===== src/fadd_pkg.sv =====
package fadd_pkg;

	// fixed-point mantissa: {2 sign bits, 1 integer bit, 23 fraction bits, 2 guard bits}
	// bit FIX_W-3 carries the weight 1.0
	localparam int FIX_W = 28;
	localparam int GUARD_W = 2;

	// alignment shift count, saturates at 31
	localparam int SHAMT_W = 5;

	// one-hot left-shift code, bit i means a shift of i+1 places
	localparam int LSH_W = 23;

	// signed exponent while normalizing, wide enough for -23 .. 256
	localparam int EXPN_W = 10;

endpackage


===== src/fp_pkg.sv =====
package fp_pkg;

	// ieee 754 single precision
	localparam int FLOAT_W = 32;
	localparam int EXP_W = 8;
	localparam int FRAC_W = 23;

	localparam int EXP_MAX = 255; // all-ones exponent, used when saturating

	// result flag pair {overflow, underflow}
	localparam int OVF_W = 2;
	localparam int OVF_UP = 1;
	localparam int OVF_DN = 0;

endpackage


===== src/fadd_if.sv =====
`timescale 1ns/1ns

// stage 1 to stage 2
interface align_if;
	logic valid;
	logic [fp_pkg::EXP_W-1:0] exp_aligned; // larger of the two exponents
	logic signed [fadd_pkg::FIX_W-1:0] frac_a;
	logic signed [fadd_pkg::FIX_W-1:0] frac_b;

	modport src (output valid, exp_aligned, frac_a, frac_b);
	modport dst (input valid, exp_aligned, frac_a, frac_b);
endinterface

// stage 2 to stage 3
interface sum_if;
	logic valid;
	logic [fp_pkg::EXP_W-1:0] exp_aligned;
	logic signed [fadd_pkg::FIX_W-1:0] sum; // two's complement sum
	logic [fadd_pkg::LSH_W-1:0] lsh_onehot;
	logic too_small; // |sum| < 1
	logic sum_ovf; // |sum| >= 2
	logic zero;

	modport src (output valid, exp_aligned, sum, lsh_onehot, too_small, sum_ovf, zero);
	modport dst (input valid, exp_aligned, sum, lsh_onehot, too_small, sum_ovf, zero);
endinterface


===== src/fadd_align.sv =====
`timescale 1ns/1ns

module fadd_align (
	input logic clk,
	input logic rst_n,
	input logic [fp_pkg::FLOAT_W-1:0] a,
	input logic [fp_pkg::FLOAT_W-1:0] b,
	input logic in_valid,
	align_if.src out
);

	logic sgn_a, sgn_b;
	logic [fp_pkg::EXP_W-1:0] exp_a, exp_b;
	logic [fp_pkg::FRAC_W-1:0] frc_a, frc_b;
	logic a_ge_b;
	logic [fp_pkg::EXP_W-1:0] diff_ab, diff_ba;
	logic [fadd_pkg::SHAMT_W-1:0] sh_a, sh_b;
	logic signed [fadd_pkg::FIX_W-1:0] fix_a, fix_b;

	// sign-magnitude with hidden 1 to two's complement fixed point
	function automatic logic signed [fadd_pkg::FIX_W-1:0] to_fix(input logic sgn,
		input logic [fp_pkg::FRAC_W-1:0] frc);
		logic [fadd_pkg::FIX_W-1:0] mag;
		mag = fadd_pkg::FIX_W'({1'b1, frc, {fadd_pkg::GUARD_W{1'b0}}});
		return sgn ? -mag : mag;
	endfunction

	// shift counts of 32 or more collapse to 31
	function automatic logic [fadd_pkg::SHAMT_W-1:0] sat_shamt(input logic [fp_pkg::EXP_W-1:0] d);
		return (|d[fp_pkg::EXP_W-1:fadd_pkg::SHAMT_W]) ? '1 : d[fadd_pkg::SHAMT_W-1:0];
	endfunction

	assign {sgn_a, exp_a, frc_a} = a;
	assign {sgn_b, exp_b, frc_b} = b;

	assign fix_a = to_fix(sgn_a, frc_a);
	assign fix_b = to_fix(sgn_b, frc_b);

	assign a_ge_b = exp_a >= exp_b;
	assign diff_ab = exp_a - exp_b;
	assign diff_ba = exp_b - exp_a;
	assign sh_a = a_ge_b ? '0 : sat_shamt(diff_ba); // only the smaller one moves
	assign sh_b = a_ge_b ? sat_shamt(diff_ab) : '0;

	always_ff @(posedge clk)
	begin
		if (in_valid)
		begin
			out.exp_aligned <= a_ge_b ? exp_a : exp_b;
			out.frac_a <= fix_a >>> sh_a;
			out.frac_b <= fix_b >>> sh_b;
		end
	end

	always_ff @(posedge clk or negedge rst_n)
	begin
		if (!rst_n)
			out.valid <= 1'b0;
		else
			out.valid <= in_valid;
	end

endmodule


===== src/fadd_norm.sv =====
`timescale 1ns/1ns

module fadd_norm #(
	parameter int LSH_DIRECT = 6,
	parameter int A_W = fadd_pkg::FIX_W - 1 - LSH_DIRECT,
	parameter int B_W = fadd_pkg::LSH_W - LSH_DIRECT,
	parameter int P_W = fadd_pkg::FIX_W - 1 - LSH_DIRECT
) (
	input logic clk,
	input logic rst_n,
	sum_if.dst in,
	output logic [fp_pkg::FLOAT_W-1:0] float_out,
	output logic [fp_pkg::OVF_W-1:0] float_ovf,
	output logic out_valid
);

	localparam int FW = fadd_pkg::FIX_W;

	logic [FW-1:0] mag;
	logic signed [fadd_pkg::EXPN_W-1:0] exp_incr, exp_n;
	logic ovf_up, ovf_dn;
	logic [FW-1:0] mant_lsh;
	logic [P_W-1:0] mul_res;

	// stage 3 registers
	logic valid3;
	logic sgn3;
	logic [fp_pkg::EXP_W-1:0] exp3;
	logic [fp_pkg::OVF_W-1:0] ovf3;
	logic [FW-1:0] lsh3, rsh3, org3;
	logic sum_ovf3, small3, big3;

	// stage 4
	logic [FW-1:0] mant_nml;
	logic sgn4;
	logic [fp_pkg::EXP_W-1:0] exp4;
	logic [fp_pkg::FRAC_W-1:0] frac4;
	logic [fp_pkg::OVF_W-1:0] ovf4;
	logic valid4;

	assign mag = in.sum[FW-1] ? -in.sum : in.sum;

	always_comb
	begin
		exp_incr = '0;
		if (in.sum_ovf)
			exp_incr = fadd_pkg::EXPN_W'(1); // right by one
		else if (in.too_small)
		begin
			for (int i = 0; i < fadd_pkg::LSH_W; i++)
				if (in.lsh_onehot[i])
					exp_incr = fadd_pkg::EXPN_W'(-(i + 1));
		end
	end

	assign exp_n = $signed({{(fadd_pkg::EXPN_W-fp_pkg::EXP_W){1'b0}}, in.exp_aligned}) + exp_incr;
	assign ovf_dn = exp_n[fadd_pkg::EXPN_W-1] | in.zero; // negative exponent or exact zero
	assign ovf_up = ~ovf_dn & (exp_n >= $signed(fadd_pkg::EXPN_W'(fp_pkg::EXP_MAX)));

	// small left shifts done directly
	always_comb
	begin
		mant_lsh = '0;
		for (int i = 0; i < LSH_DIRECT; i++)
			if (in.lsh_onehot[i])
				mant_lsh = mag << (i + 1);
	end

	// large left shifts, the product is the mantissa shifted by (k - LSH_DIRECT - 1)
	lnml_mul #(
		.A_W(A_W),
		.B_W(B_W),
		.P_W(P_W)
	) lnml_mul_i (
		.clk(clk),
		.ce(in.valid),
		.op_a(mag[A_W-1:0]),
		.op_b(in.lsh_onehot[fadd_pkg::LSH_W-1:LSH_DIRECT]),
		.res(mul_res)
	);

	always_ff @(posedge clk)
	begin
		if (in.valid)
		begin
			sgn3 <= in.sum[FW-1];
			exp3 <= ovf_dn ? '0 : (ovf_up ? fp_pkg::EXP_W'(fp_pkg::EXP_MAX) : exp_n[fp_pkg::EXP_W-1:0]);
			ovf3[fp_pkg::OVF_UP] <= ovf_up;
			ovf3[fp_pkg::OVF_DN] <= ovf_dn;
			lsh3 <= mant_lsh;
			rsh3 <= (mag >> 1) | FW'(1 << fadd_pkg::GUARD_W); // lowest fraction bit forced
			org3 <= mag;
			sum_ovf3 <= in.sum_ovf;
			small3 <= in.too_small;
			big3 <= ~(|in.lsh_onehot[LSH_DIRECT-1:0]);
		end
	end

	always_comb
	begin
		if (sum_ovf3)
			mant_nml = rsh3;
		else if (small3 && big3)
			mant_nml = {mul_res, {(LSH_DIRECT + 1){1'b0}}};
		else if (small3)
			mant_nml = lsh3;
		else
			mant_nml = org3;
	end

	always_ff @(posedge clk)
	begin
		if (valid3)
		begin
			sgn4 <= sgn3;
			exp4 <= exp3;
			ovf4 <= ovf3;
			if (ovf3[fp_pkg::OVF_DN])
				frac4 <= '0;
			else if (ovf3[fp_pkg::OVF_UP])
				frac4 <= '1; // saturate
			else
				frac4 <= mant_nml[fp_pkg::FRAC_W+fadd_pkg::GUARD_W-1:fadd_pkg::GUARD_W];
		end
	end

	always_ff @(posedge clk or negedge rst_n)
	begin
		if (!rst_n)
		begin
			valid3 <= 1'b0;
			valid4 <= 1'b0;
		end
		else
		begin
			valid3 <= in.valid;
			valid4 <= valid3;
		end
	end

	assign float_out = {sgn4, exp4, frac4};
	assign float_ovf = ovf4;
	assign out_valid = valid4;

endmodule


===== src/fadd_sum.sv =====
`timescale 1ns/1ns

module fadd_sum (
	input logic clk,
	input logic rst_n,
	align_if.dst in,
	sum_if.src out
);

	logic signed [fadd_pkg::FIX_W-1:0] sum_c;
	logic [fadd_pkg::FIX_W-1:0] mag_c; // |sum|, range [0, 4)
	logic [fadd_pkg::LSH_W-1:0] onehot_c;

	assign sum_c = in.frac_a + in.frac_b;
	assign mag_c = sum_c[fadd_pkg::FIX_W-1] ? -sum_c : sum_c;

	// leading-one search below the integer bit, guard bits not scanned
	always_comb
	begin : lead_one
		logic seen;
		seen = 1'b0;
		for (int i = 0; i < fadd_pkg::LSH_W; i++)
		begin
			onehot_c[i] = mag_c[fadd_pkg::FIX_W-4-i] & ~seen; // bit i -> shift by i+1
			seen = seen | mag_c[fadd_pkg::FIX_W-4-i];
		end
	end

	always_ff @(posedge clk)
	begin
		if (in.valid)
		begin
			out.exp_aligned <= in.exp_aligned;
			out.sum <= sum_c;
			out.lsh_onehot <= onehot_c;
			// magnitude below 1.0
			out.too_small <= ~(|mag_c[fadd_pkg::FIX_W-1:fadd_pkg::FIX_W-3]);
			// two sign bits of the magnitude differ, i.e. 2.0 or more
			out.sum_ovf <= mag_c[fadd_pkg::FIX_W-1] ^ mag_c[fadd_pkg::FIX_W-2];
			out.zero <= ~(|mag_c[fadd_pkg::FIX_W-1:fadd_pkg::GUARD_W]);
		end
	end

	always_ff @(posedge clk or negedge rst_n)
	begin
		if (!rst_n)
			out.valid <= 1'b0;
		else
			out.valid <= in.valid;
	end

endmodule


===== src/fadd_top.sv =====
`timescale 1ns/1ns

module fadd_top #(
	parameter int LSH_DIRECT = 6 // 1 .. 22, larger shifts go through the multiplier
) (
	input logic clk,
	input logic rst_n,
	input logic [fp_pkg::FLOAT_W-1:0] float_in_a,
	input logic [fp_pkg::FLOAT_W-1:0] float_in_b,
	input logic float_in_valid,
	output logic [fp_pkg::FLOAT_W-1:0] float_out,
	output logic [fp_pkg::OVF_W-1:0] float_ovf, // {overflow, underflow}
	output logic float_out_valid
);

	// multiplier sizing, only the product bits up to the sign bits are needed
	localparam int A_W = fadd_pkg::FIX_W - 1 - LSH_DIRECT;
	localparam int B_W = fadd_pkg::LSH_W - LSH_DIRECT;
	localparam int P_W = A_W;

	align_if align_bus ();
	sum_if sum_bus ();

	fadd_align fadd_align_i (
		.clk(clk),
		.rst_n(rst_n),
		.a(float_in_a),
		.b(float_in_b),
		.in_valid(float_in_valid),
		.out(align_bus)
	);

	fadd_sum fadd_sum_i (
		.clk(clk),
		.rst_n(rst_n),
		.in(align_bus),
		.out(sum_bus)
	);

	fadd_norm #(
		.LSH_DIRECT(LSH_DIRECT),
		.A_W(A_W),
		.B_W(B_W),
		.P_W(P_W)
	) fadd_norm_i (
		.clk(clk),
		.rst_n(rst_n),
		.in(sum_bus),
		.float_out(float_out),
		.float_ovf(float_ovf),
		.out_valid(float_out_valid)
	);

endmodule


===== src/lnml_mul.sv =====
`timescale 1ns/1ns

module lnml_mul #(
	parameter int A_W = 21,
	parameter int B_W = 17,
	parameter int P_W = 21 // low product bits kept, at most A_W + B_W
) (
	input logic clk,
	input logic ce,
	input logic [A_W-1:0] op_a,
	input logic [B_W-1:0] op_b,
	output logic [P_W-1:0] res
);

	logic [A_W+B_W-1:0] prod;

	// a one-hot op_b turns this into a shift of op_a
	assign prod = op_a * op_b;

	always_ff @(posedge clk)
	begin
		if (ce)
			res <= prod[P_W-1:0];
	end

endmodule


===== config.mk =====
export PLATFORM = sky130hd
export DESIGN_NAME = fadd_top
export DESIGN_NICKNAME = d
export VERILOG_FILES = /design/src/fadd_pkg.sv /design/src/fp_pkg.sv /design/src/fadd_if.sv /design/src/fadd_align.sv /design/src/fadd_norm.sv /design/src/fadd_sum.sv /design/src/fadd_top.sv /design/src/lnml_mul.sv
export SDC_FILE = /design/constraint.sdc
export NUM_CORES = 1
export LEC_CHECK = 0
export ABC_AREA = 1
export BUFFER_PORTS_ARGS = -buffer_cell sky130_fd_sc_hd__buf_2
export CAP_MARGIN = 5
export CORE_ASPECT_RATIO = 2
export CORE_MARGIN = 4
export CORE_UTILIZATION = 54
export DETAILED_ROUTE_END_ITERATION = 16
export PLACE_DENSITY = 0.71
export SLEW_MARGIN = 25
export SYNTH_ARGS = -nofsm -noshare
export SYNTH_HDL_FRONTEND = slang
export SYNTH_HIERARCHICAL = 1
export SYNTH_SLANG_ARGS = --single-unit

===== constraint.sdc =====
create_clock -name clk -period 9.27 [get_ports clk]
set_input_delay 0.4635 -clock clk [delete_from_list [all_inputs] [get_ports clk]]
set_output_delay 0.4635 -clock clk [all_outputs]
set_load 0.01 [all_outputs]

==> metrics.yaml, run 1 <==
run_status:
  outcome: "complete, no violations"
worst_setup_path:
  crit_type: "register to register"
  critPathArrivalTime_ns: 7.12
  critPathMaxFanout: 23
  max_stage_delay_ns: 0.95
  critPathSlowestCell: "edfxtp_1"
  required_ns: 9.57
  end_kind: "register"
  critical_path.top_delay_family: "adder cells"
  path_buf_inv: 5
  r2r_start: "fadd_sum_i/out.sum[27]"
  cp-start-kind: "register"
  crit_start: "fadd_sum_i/out.sum[27]"
  cp_cell_sequence: "inv_1 -> nor2_1 -> a22oi_1 -> inv_1 -> nand2_1 -> fa_1 -> inv_1 -> fa_1 -> ha_1 -> fa_1 -> inv_1 -> fa_1 -> fa_1 -> inv_1 -> ha_1 -> a21oi_1 -> o21ai_0 -> a21oi_1 -> nand2_1 -> nand3_1 -> nand2_1 -> xor2_1"
die:
  start_util_pct: 54.8
  io_pins: 102
  die_x_um: 159
  std_cell_rows: 110
  die_y_um: 311
  coreArea_sq_mm: 0.0451
  dieArea_sq_mm: 0.0495
global_route:
  grt-ovfl-total: 0
  grt_start_max_net_pins: 72
  gr-usage-all-layers_pct: 28.7
  grt_antenna_before_repair: 2
  grt_pass1_wl_mm: 114
  grt_pass1_vias: 22500
clock_network:
  cts_made_buffers: 22
  cts_sinks: 240
  cts_setup_buffers: 0
  insertion_delay_ns: 0.55
  h-tree-depth: 1
  cts_resized: 0
  cts_root_buf: "clkbuf_16"
  cts_tree: "done"
  path_clk_slew_ns: 0.07
  cts_buffer_depth: 3
timing:
  worst_pin_slew_ns: 1.03
  fmax_mhz: 146
  worst_hold_slack_ns: 0.251
  hold_viol_final: 0
  finalSetupViolations: 0
  relSlewSlack_pct: 31.4
  grt_setup_unrepaired: "no"
  maxSlewViolCount: 0
  tns_ns: 0
  finalCritPeriodShare_pct: 73.7
  skew_ns: 0.0202
  period_minus_slack_ns: 6.83
synthesis:
  syn_area_per_cell_sq_um: 7.24
  syn_inst: 3414
  syn_nets: 3718
  yosysWarnings: 6
  synth_area_sq_mm: 0.0247
drt:
  finalWirelength_mm: 71.6
  drc_errors: 0
  wire_per_inst_um: 17.9
  num_vias: 22000
  dr.pass1.iters: 5
  ant_nets: 0
  viasPerCell: 5.51
  first_iter_violations: 1074
final_layout:
  post-route-util_pct: 57.8
  fillers: 4354
  final_common_cell: "nand2_1"
  layout-drive-gt1-share_pct: 9.11
  synthToLayoutAreaGrowth_pct: 5.58
  nets: 3724
  layout_common_cells: "nand2_1, inv_1, nand3_1"
  fin_area_sq_mm: 0.0261
placement:
  dp_hpwl_mm: 59.3
  gp_congestion: 0.973
  placed_cell_area_sq_mm: 0.0254
  portBuffers: 101
run:
  drv_cap: 0
hold_path:
  hp-class: "primary input to async pin"
[flip-flops by register name, indices dropped and copies added, names as in the netlist, 8 cells and up]
signal and cells:
fadd_norm_i/lsh3 23, fadd_norm_i/exp3 8, fadd_sum_i/out.lsh_onehot 23, fadd_norm_i/lnml_mul_i/res 18
fadd_norm_i/exp4 8, fadd_norm_i/org3 22, fadd_align_i/out.frac_b 27, fadd_norm_i/frac4 23
fadd_align_i/out.exp_aligned 8, fadd_sum_i/out.sum 27, fadd_sum_i/out.exp_aligned 8, fadd_align_i/out.frac_a 27
[per-stage QoR]
step | worst slack [ns] | std cells
2_1_floorplan | 3.07 | 3414
3_3_place_gp | 2.66 | 3955
3_5_place_dp | 2.50 | 3955
4_1_cts | 2.49 | 3996
5_1_grt | 2.06 | 3996
6_report | 2.44 | 3997
[final timing paths]
kind / to / slack, ns / depth (start not counted)
min in group clk: fadd_align_i/out.exp_aligned[0] / 0.27 / 3
worst min-delay path: fadd_sum_i/out.valid / 0.25 / 2
worst min register to register: fadd_norm_i/out_valid / 0.38 / 0
worst max-delay path: fadd_norm_i/lnml_mul_i/res[17] / 2.44 / 22
max in group asynchronous: fadd_sum_i/out.valid / 8.88 / 2
worst max register to register: fadd_norm_i/lnml_mul_i/res[17] / 2.44 / 22
[area by class of cell]
class                           instances  area (sq um)  share of cell area (%)
Antenna cell                            1          2.50                 0.00958
Clock buffer                           24           558                    2.14
Clock inverter                         16           155                   0.594
Inverter                              603          2260                    8.67
Multi-Input combinational cell       2427         14500                    55.7
Sequential cell                       240          7190                    27.5
Tap cell                              560           701                    2.68
Timing Repair Buffer                  126           696                    2.66
[metal layers]
| layer | wire length [um] | vias to the layer above | part of all wire (%) | track usage [%] |
|---|---|---|---|---|
| li1 | - | 10800 | - | - |
| met1 | 21000 | 10200 | 29 | 23.7 |
| met2 | 40100 | 718 | 56 | 57.9 |
| met3 | 2470 | 292 | 3.4 | 2.54 |
| met4 | 8050 | 2 | 11 | 25.8 |
| met5 | 12 | - | 0.017 | 0 |
[what timing repair did]
action / 4_1_cts / 5_1_grt
hold buffers: 1 / 0
endpoints found under the setup margin: 0 / 0
hold endpoints to repair: 4 / 0
Power of run 1 is not shown: default switching activity piles up to over one toggle a cycle in this logic, so the estimate is an artifact.
==> inputs of run 2 (changes only) <==
- ABC_AREA: 1 -> 0
- PLACE_DENSITY: 0.71 -> 0.74
- clock period: 9.27 -> 5.7 ns (I/O delays scaled with it)
==> run 2 against run 1 <==
The flow now finishes with violations (negative setup slack); hold slack worse by 0.18 ns; sequential share of layout area down 1.2 points; area after synthesis down 1.6%; critical path depth up 1; cell count down 15%; first-iteration DRC count up 29%; non-clock buffer count up 144; core utilization up 3.6 points; design area up 4.6%; register-to-register slack worse by 2.9 ns; global-route usage up 3.6 points.
==> metrics.yaml, run 2 <==
timing:
  hold_viol_final: 0  # unchanged
  fmax_mhz: 161  # +10%
  skew_ns: 0.0292  # +0.00893 ns
  maxSlewViolCount: 0  # unchanged
  finalCritPeriodShare_pct: 109  # +35 points
  finalSetupViolations: 7  # +7
  postLayoutSetupSlackWorst_ns: -0.509  # -2.95 ns
  worst_pin_slew_ns: 1.07  # +0.0408 ns
  relSlewSlack_pct: 28.7  # -2.7 points
  period_minus_slack_ns: 6.21  # -0.620 ns
  grt_setup_unrepaired: "yes"
worst_setup_path:
  crit_type: "register to register"
  ff2ff_setup_slack_ns: -0.51  # -2.95 ns
  path_buf_inv: 7  # +2
  critPathArrivalTime_ns: 6.50  # -0.62 ns
  cp_common_cell: "fa_1"
  max_stage_delay_ns: 0.55  # -0.40 ns
  cp-start-kind: "register"
  end_kind: "register"
  rr_worst_depth: 23  # +4.5%
  critPathSlowestCell: "fa_1"
  r2r_start: "fadd_sum_i/out.sum[0]"
  r2r_end: "fadd_norm_i/lnml_mul_i/res[17]"
  required_ns: 6.00  # -3.57 ns
  critPathMaxFanout: 5  # -78%
  cp_cell_sequence: "or3_4 -> buf_4 -> o21ai_4 -> xnor2_4 -> and2_4 -> fa_1 -> inv_1 -> fa_1 -> inv_1 -> fa_1 -> inv_1 -> fa_1 -> inv_1 -> fa_1 -> inv_1 -> fa_1 -> inv_2 -> ha_4 -> a21o_1 -> a21o_1 -> a221o_1 -> a21oi_2 -> xnor2_1"
  critical_path.top_delay_family: "adder cells"
placement:
  placed_cells: 3359  # -15%
  portBuffers: 101  # unchanged
  dp_hpwl_mm: 64.1  # +8.1%
  gp_congestion: 0.999  # +2.7%
clock_network:
  path_clk_slew_ns: 0.07  # about the same
  insertion_delay_ns: 0.56  # about the same
  h-tree-depth: 1  # unchanged
  cts_root_buf: "clkbuf_16"
  cts_buffer_depth: 3  # unchanged
  cts_sinks: 240  # unchanged
  cts_made_buffers: 22  # unchanged
  cts_tree: "done"
global_route:
  grt_start_max_net_pins: 69  # -4.2%
  grt-ovfl-total: 0  # unchanged
  gr-usage-all-layers_pct: 32.3  # +3.6 points
  grt_pass1_wl_mm: 122  # +7.5%
  grt_pass1_vias: 22600  # +0.78%
  grt_antenna_before_repair: 0  # -2
drt:
  wl_met3_mm: 3.27  # +32%
  ant_nets: 0  # unchanged
  num_vias: 22000  # -0.27%
  route.met2.wl_mm: 43.5  # +8.4%
  wl_met1_mm: 23.4  # +12%
  finalWirelength_mm: 79.8  # +11%
  first_iter_violations: 1387  # +29%
  viasPerCell: 6.42  # +17%
  dr.pass1.iters: 8  # +3
  wire_per_inst_um: 23.4  # +30%
  drc_errors: 0  # unchanged
  highest_layer: "met4"
synthesis:
  synth_area_sq_mm: 0.0243  # -1.6%
  syn_inst: 2726  # -20%
  yosysWarnings: 6  # unchanged
  syn_area_per_cell_sq_um: 8.93  # +23%
  syn_nets: 3030  # -19%
die:
  die_y_um: 308  # -0.76%
  std_cell_rows: 109  # -0.91%
  coreArea_sq_mm: 0.0445  # -1.5%
  die_x_um: 158  # -0.74%
  dieArea_sq_mm: 0.0488  # -1.5%
  io_pins: 102  # unchanged
  start_util_pct: 54.8  # about the same
run_status:
  violations: "negative setup slack"
  outcome: "finished with violations"
final_layout:
  layout_common_cells: "inv_1, nand2_1, edfxtp_1"
  layout-drive-gt1-share_pct: 15.8  # +6.7 points
  synthToLayoutAreaGrowth_pct: 12.1
  nets: 3150  # -15%
  finalNonFillerCells: 3417  # -15%
  reg_top3: "fadd_align_i/out.frac_a x27, fadd_align_i/out.frac_b x27, fadd_sum_i/out.sum x27"
  antenna_cells: 0  # -1
hold_path:
  hp-class: "primary input to async pin"
run:
  drv_cap: 0  # unchanged
run 2: repair_timing:
item                                    4_1_cts  5_1_grt
endpoints found under the setup margin        8        9
pin swaps                                    39        7
resized for setup                            42       18
buffers inserted                             14        3
hold endpoints to repair                      4        0
hold buffers                                  1        0
gates cloned                                  1        0
run 2: layout make-up:
| type | count | area [sq um] |
|---|---|---|
| fillers | 3765 | 17200 |
| multi-input cells | 2055 | 15900 |
| flip-flops and latches | 240 | 7190 |
| repair buffers | 270 | 1800 |
| inverters | 257 | 965 |
| well taps | 555 | 694 |
| clock buffers | 23 | 554 |
| clock inverters | 17 | 213 |
run 2: metal layers:
metal  vias to the layer above  global-route usage [%]
li1                      10100                       -
met1                     10500                    27.5
met2                       966                    61.8
met3                       396                    3.15
met4                         0                    30.6
met5                         -                       0
run 2: worst max-delay path by stage:
stage,slack (ns),depth (start not counted),from,to
6_report,-0.51,23,fadd_sum_i/out.sum[0],fadd_norm_i/lnml_mul_i/res[17]
5_1_grt,-0.71,24,fadd_sum_i/out.sum[0],fadd_norm_i/lnml_mul_i/res[16]
4_1_cts,-0.44,23,fadd_sum_i/out.sum[3],fadd_norm_i/lnml_mul_i/res[17]
3_5_place_dp,-0.61,24,fadd_sum_i/out.sum[1],fadd_norm_i/lnml_mul_i/res[17]
3_3_place_gp,-0.43,23,fadd_sum_i/out.sum[1],fadd_norm_i/lnml_mul_i/res[16]
2_1_floorplan,-0.58,25,fadd_sum_i/out.sum[0],fadd_norm_i/lnml_mul_i/res[16]
run 2: stage by stage:
step | hold WS, ns | setup TNS (ns) | utilization [%] | instance area (sq um) | setup WS, ns
after floorplan | -0.0106 | -2.09 | - | 24500 | -0.579
after global routing | 0.0555 | -3.70 | 61.4 | 27300 | -0.708
final | 0.0695 | -2.36 | 61.4 | 27300 | -0.509
after detailed placement | 0.106 | -2.66 | 58.7 | 26100 | -0.612
after global placement | 0.0950 | -1.70 | 58.7 | 26100 | -0.427
after CTS | 0.0518 | -1.73 | 61.1 | 27200 | -0.444
Power of run 2 is left out for the same reason.
==> inputs of run 3 (changes only) <==
- CELL_PAD_IN_SITES_DETAIL_PLACEMENT: default -> 1
- CELL_PAD_IN_SITES_GLOBAL_PLACEMENT: default -> 2
- CORE_UTILIZATION: 54 -> 37
- PLACE_DENSITY: 0.74 -> default
- PLACE_DENSITY_LB_ADDON: default -> 0.1
==> run 3 against run 2 <==
The run still ends with negative setup slack left; fmax rose by 0.16%; register-to-register slack is essentially flat; design area up 3.0%; flip-flop and latch count stayed put; count of clock-buffer cells in the layout rose by 3; sequential share of layout area down 0.75 points; largest cell class unchanged.
==> metrics.yaml, run 3 (synthesis results as in run 2) <==
timing:
  finalSetupViolations: 6  # -1
  fmax_mhz: 161  # +0.16%
  maxSlewViolCount: 0  # unchanged
  period_minus_slack_ns: 6.20  # -0.00976 ns
  skew_ns: 0.0134  # -0.0157 ns
  postLayoutSetupSlackWorst_ns: -0.499  # +0.00976 ns
  worst_pin_slew_ns: 1.10  # +0.0275 ns
  grt_setup_unrepaired: "yes"
  relSlewSlack_pct: 26.3  # -2.4 points
  hold_viol_final: 0  # unchanged
  finalCritPeriodShare_pct: 109  # -0.17 points
global_route:
  grt_use_met2_pct: 56.2  # -5.7 points
  grt_pass1_vias: 24300  # +7.1%
  grt_pass1_wl_mm: 145  # +18%
  grt_antenna_before_repair: 0  # unchanged
  gr-usage-all-layers_pct: 27.0  # -5.3 points
  met3_usage_pct: 1.53  # -1.6 points
  use_met1_pct: 21.5  # -6.0 points
  gr-max-usage-layer: "met2"
  grt-ovfl-total: 0  # unchanged
  grt_start_max_net_pins: 70  # +1.4%
worst_setup_path:
  r2r_start: "fadd_sum_i/out.sum[3]"
  required_ns: 6.00  # about the same
  r2r_end: "fadd_norm_i/lnml_mul_i/res[17]"
  cp-start-kind: "register"
  ff2ff_setup_slack_ns: -0.50  # about the same
  critPathArrivalTime_ns: 6.50  # about the same
  rr_worst_depth: 24  # +4.3%
  end_kind: "register"
  critPathMaxFanout: 7  # +2
  crit_type: "register to register"
drt:
  first_iter_violations: 941  # -32%
  drc_errors: 0  # unchanged
  viasPerCell: 5.81  # -9.6%
  finalWirelength_mm: 96.9  # +21%
  ant_nets: 0  # unchanged
  dr.pass1.iters: 5  # -3
  wire_per_inst_um: 25.7  # +9.8%
  num_vias: 22000  # -0.0091%
placement:
  gp_congestion: 0.950  # -5.0%
  place_ws_ns: -0.667  # -0.0550 ns
  dp_hpwl_mm: 81.5  # +27%
  portBuffers: 101  # unchanged
final_layout:
  layout-drive-gt1-share_pct: 18.1  # +2.3 points
  antenna_cells: 0  # unchanged
  layout_common_cells: "nand2_1, inv_1, edfxtp_1"
  synthToLayoutAreaGrowth_pct: 15.5
  final_common_cell: "nand2_1"
  reg_top3: "fadd_align_i/out.frac_a x27, fadd_align_i/out.frac_b x27, fadd_sum_i/out.sum x27"
  nets: 3199  # +1.6%
clock_network:
  cts_tree: "done"
  cts_made_buffers: 22  # unchanged
  insertion_delay_ns: 0.56  # about the same
  cts_buffer_depth: 3  # unchanged
  cts_root_buf: "clkbuf_16"
  h-tree-depth: 1  # unchanged
  cts_sinks: 240  # unchanged
  path_clk_slew_ns: 0.07  # about the same
die:
  std_cell_rows: 132  # +21%
  dieArea_sq_mm: 0.0702  # +44%
  die_x_um: 189  # +20%
  die_y_um: 371  # +20%
  coreArea_sq_mm: 0.0651  # +46%
  start_util_pct: 37.4  # -17 points
  io_pins: 102  # unchanged
run_status:
  outcome: "finished with violations"
  violations: "negative setup slack"
run:
  drv_cap: 0  # unchanged
hold_path:
  hp-class: "primary input to async pin"
[run 3: worst max path at each step]
stage / slack (ns) / from / endpoint / cells after the start
finish: -0.50 / fadd_sum_i/out.sum[3] / fadd_norm_i/lnml_mul_i/res[17] / 24
CTS: -0.52 / fadd_sum_i/out.sum[0] / fadd_norm_i/lnml_mul_i/res[17] / 24
floorplan: -0.58 / fadd_sum_i/out.sum[0] / fadd_norm_i/lnml_mul_i/res[16] / 25
global route: -0.73 / fadd_sum_i/out.sum[3] / fadd_norm_i/lnml_mul_i/res[17] / 23
detailed placement: -0.67 / fadd_sum_i/out.sum[0] / fadd_norm_i/lnml_mul_i/res[17] / 24
global placement: -0.48 / fadd_sum_i/out.sum[6] / fadd_norm_i/lnml_mul_i/res[17] / 22
[run 3: per-stage QoR]
| step | TNS, ns | utilization, % | area (sq um) | hold slack (ns) | std cells |
|---|---|---|---|---|---|
| 5_1_grt | -3.49 | 43.2 | 28100 | 0.0438 | 3779 |
| 3_5_place_dp | -3.39 | 41.2 | 26800 | 0.0994 | 3718 |
| 6_report | -2.06 | 43.2 | 28100 | 0.0463 | 3779 |
| 3_3_place_gp | -2.18 | 41.2 | 26800 | 0.0960 | 3718 |
| 2_1_floorplan | -2.09 | - | 24500 | -0.0106 | 2726 |
| 4_1_cts | -2.06 | 42.9 | 27900 | 0.0167 | 3775 |
[run 3: cell type report]
cell class | count | area, sq um
tap | 871 | 1090
sequential | 240 | 7190
multi-input combinational | 2054 | 16000
clock buffer | 26 | 566
fill | 7681 | 37000
clock inverter | 11 | 138
inverter | 257 | 965
timing repair buffer | 320 | 2210
[run 3: critical path, stage by stage, from the launching register on]
cell and delay [ns]:
edfxtp_1 0.41, buf_4 0.15, or4_4 0.47, buf_6 0.15
o21ai_4 0.19, xnor2_4 0.12, and2_4 0.17, fa_1 0.48
inv_1 0.05, fa_1 0.47, inv_1 0.05, fa_1 0.49
inv_1 0.06, fa_1 0.48, inv_1 0.05, fa_1 0.48
inv_1 0.05, fa_1 0.52, inv_2 0.05, ha_4 0.16
a21o_1 0.17, a21o_1 0.18, a221o_1 0.33, a21oi_2 0.15
xnor2_1 0.09
[run 3: repair_timing]
item                                    CTS  global route
pin swaps                                34            17
gates resized for setup                  57            33
endpoints found under the setup margin    9             9
hold buffers                              1             0
endpoints found under the hold margin     4             0
buffers inserted                         20             4
[run 3: metal layers]
metal  part of all wire (%)  vias to the layer above
met3                    1.8                      275
met1                     29                    11000
met4                     11                        0
met5                      0                        -
li1                       -                    10200
met2                     58                      489
Power of run 3 is left out for the same reason.
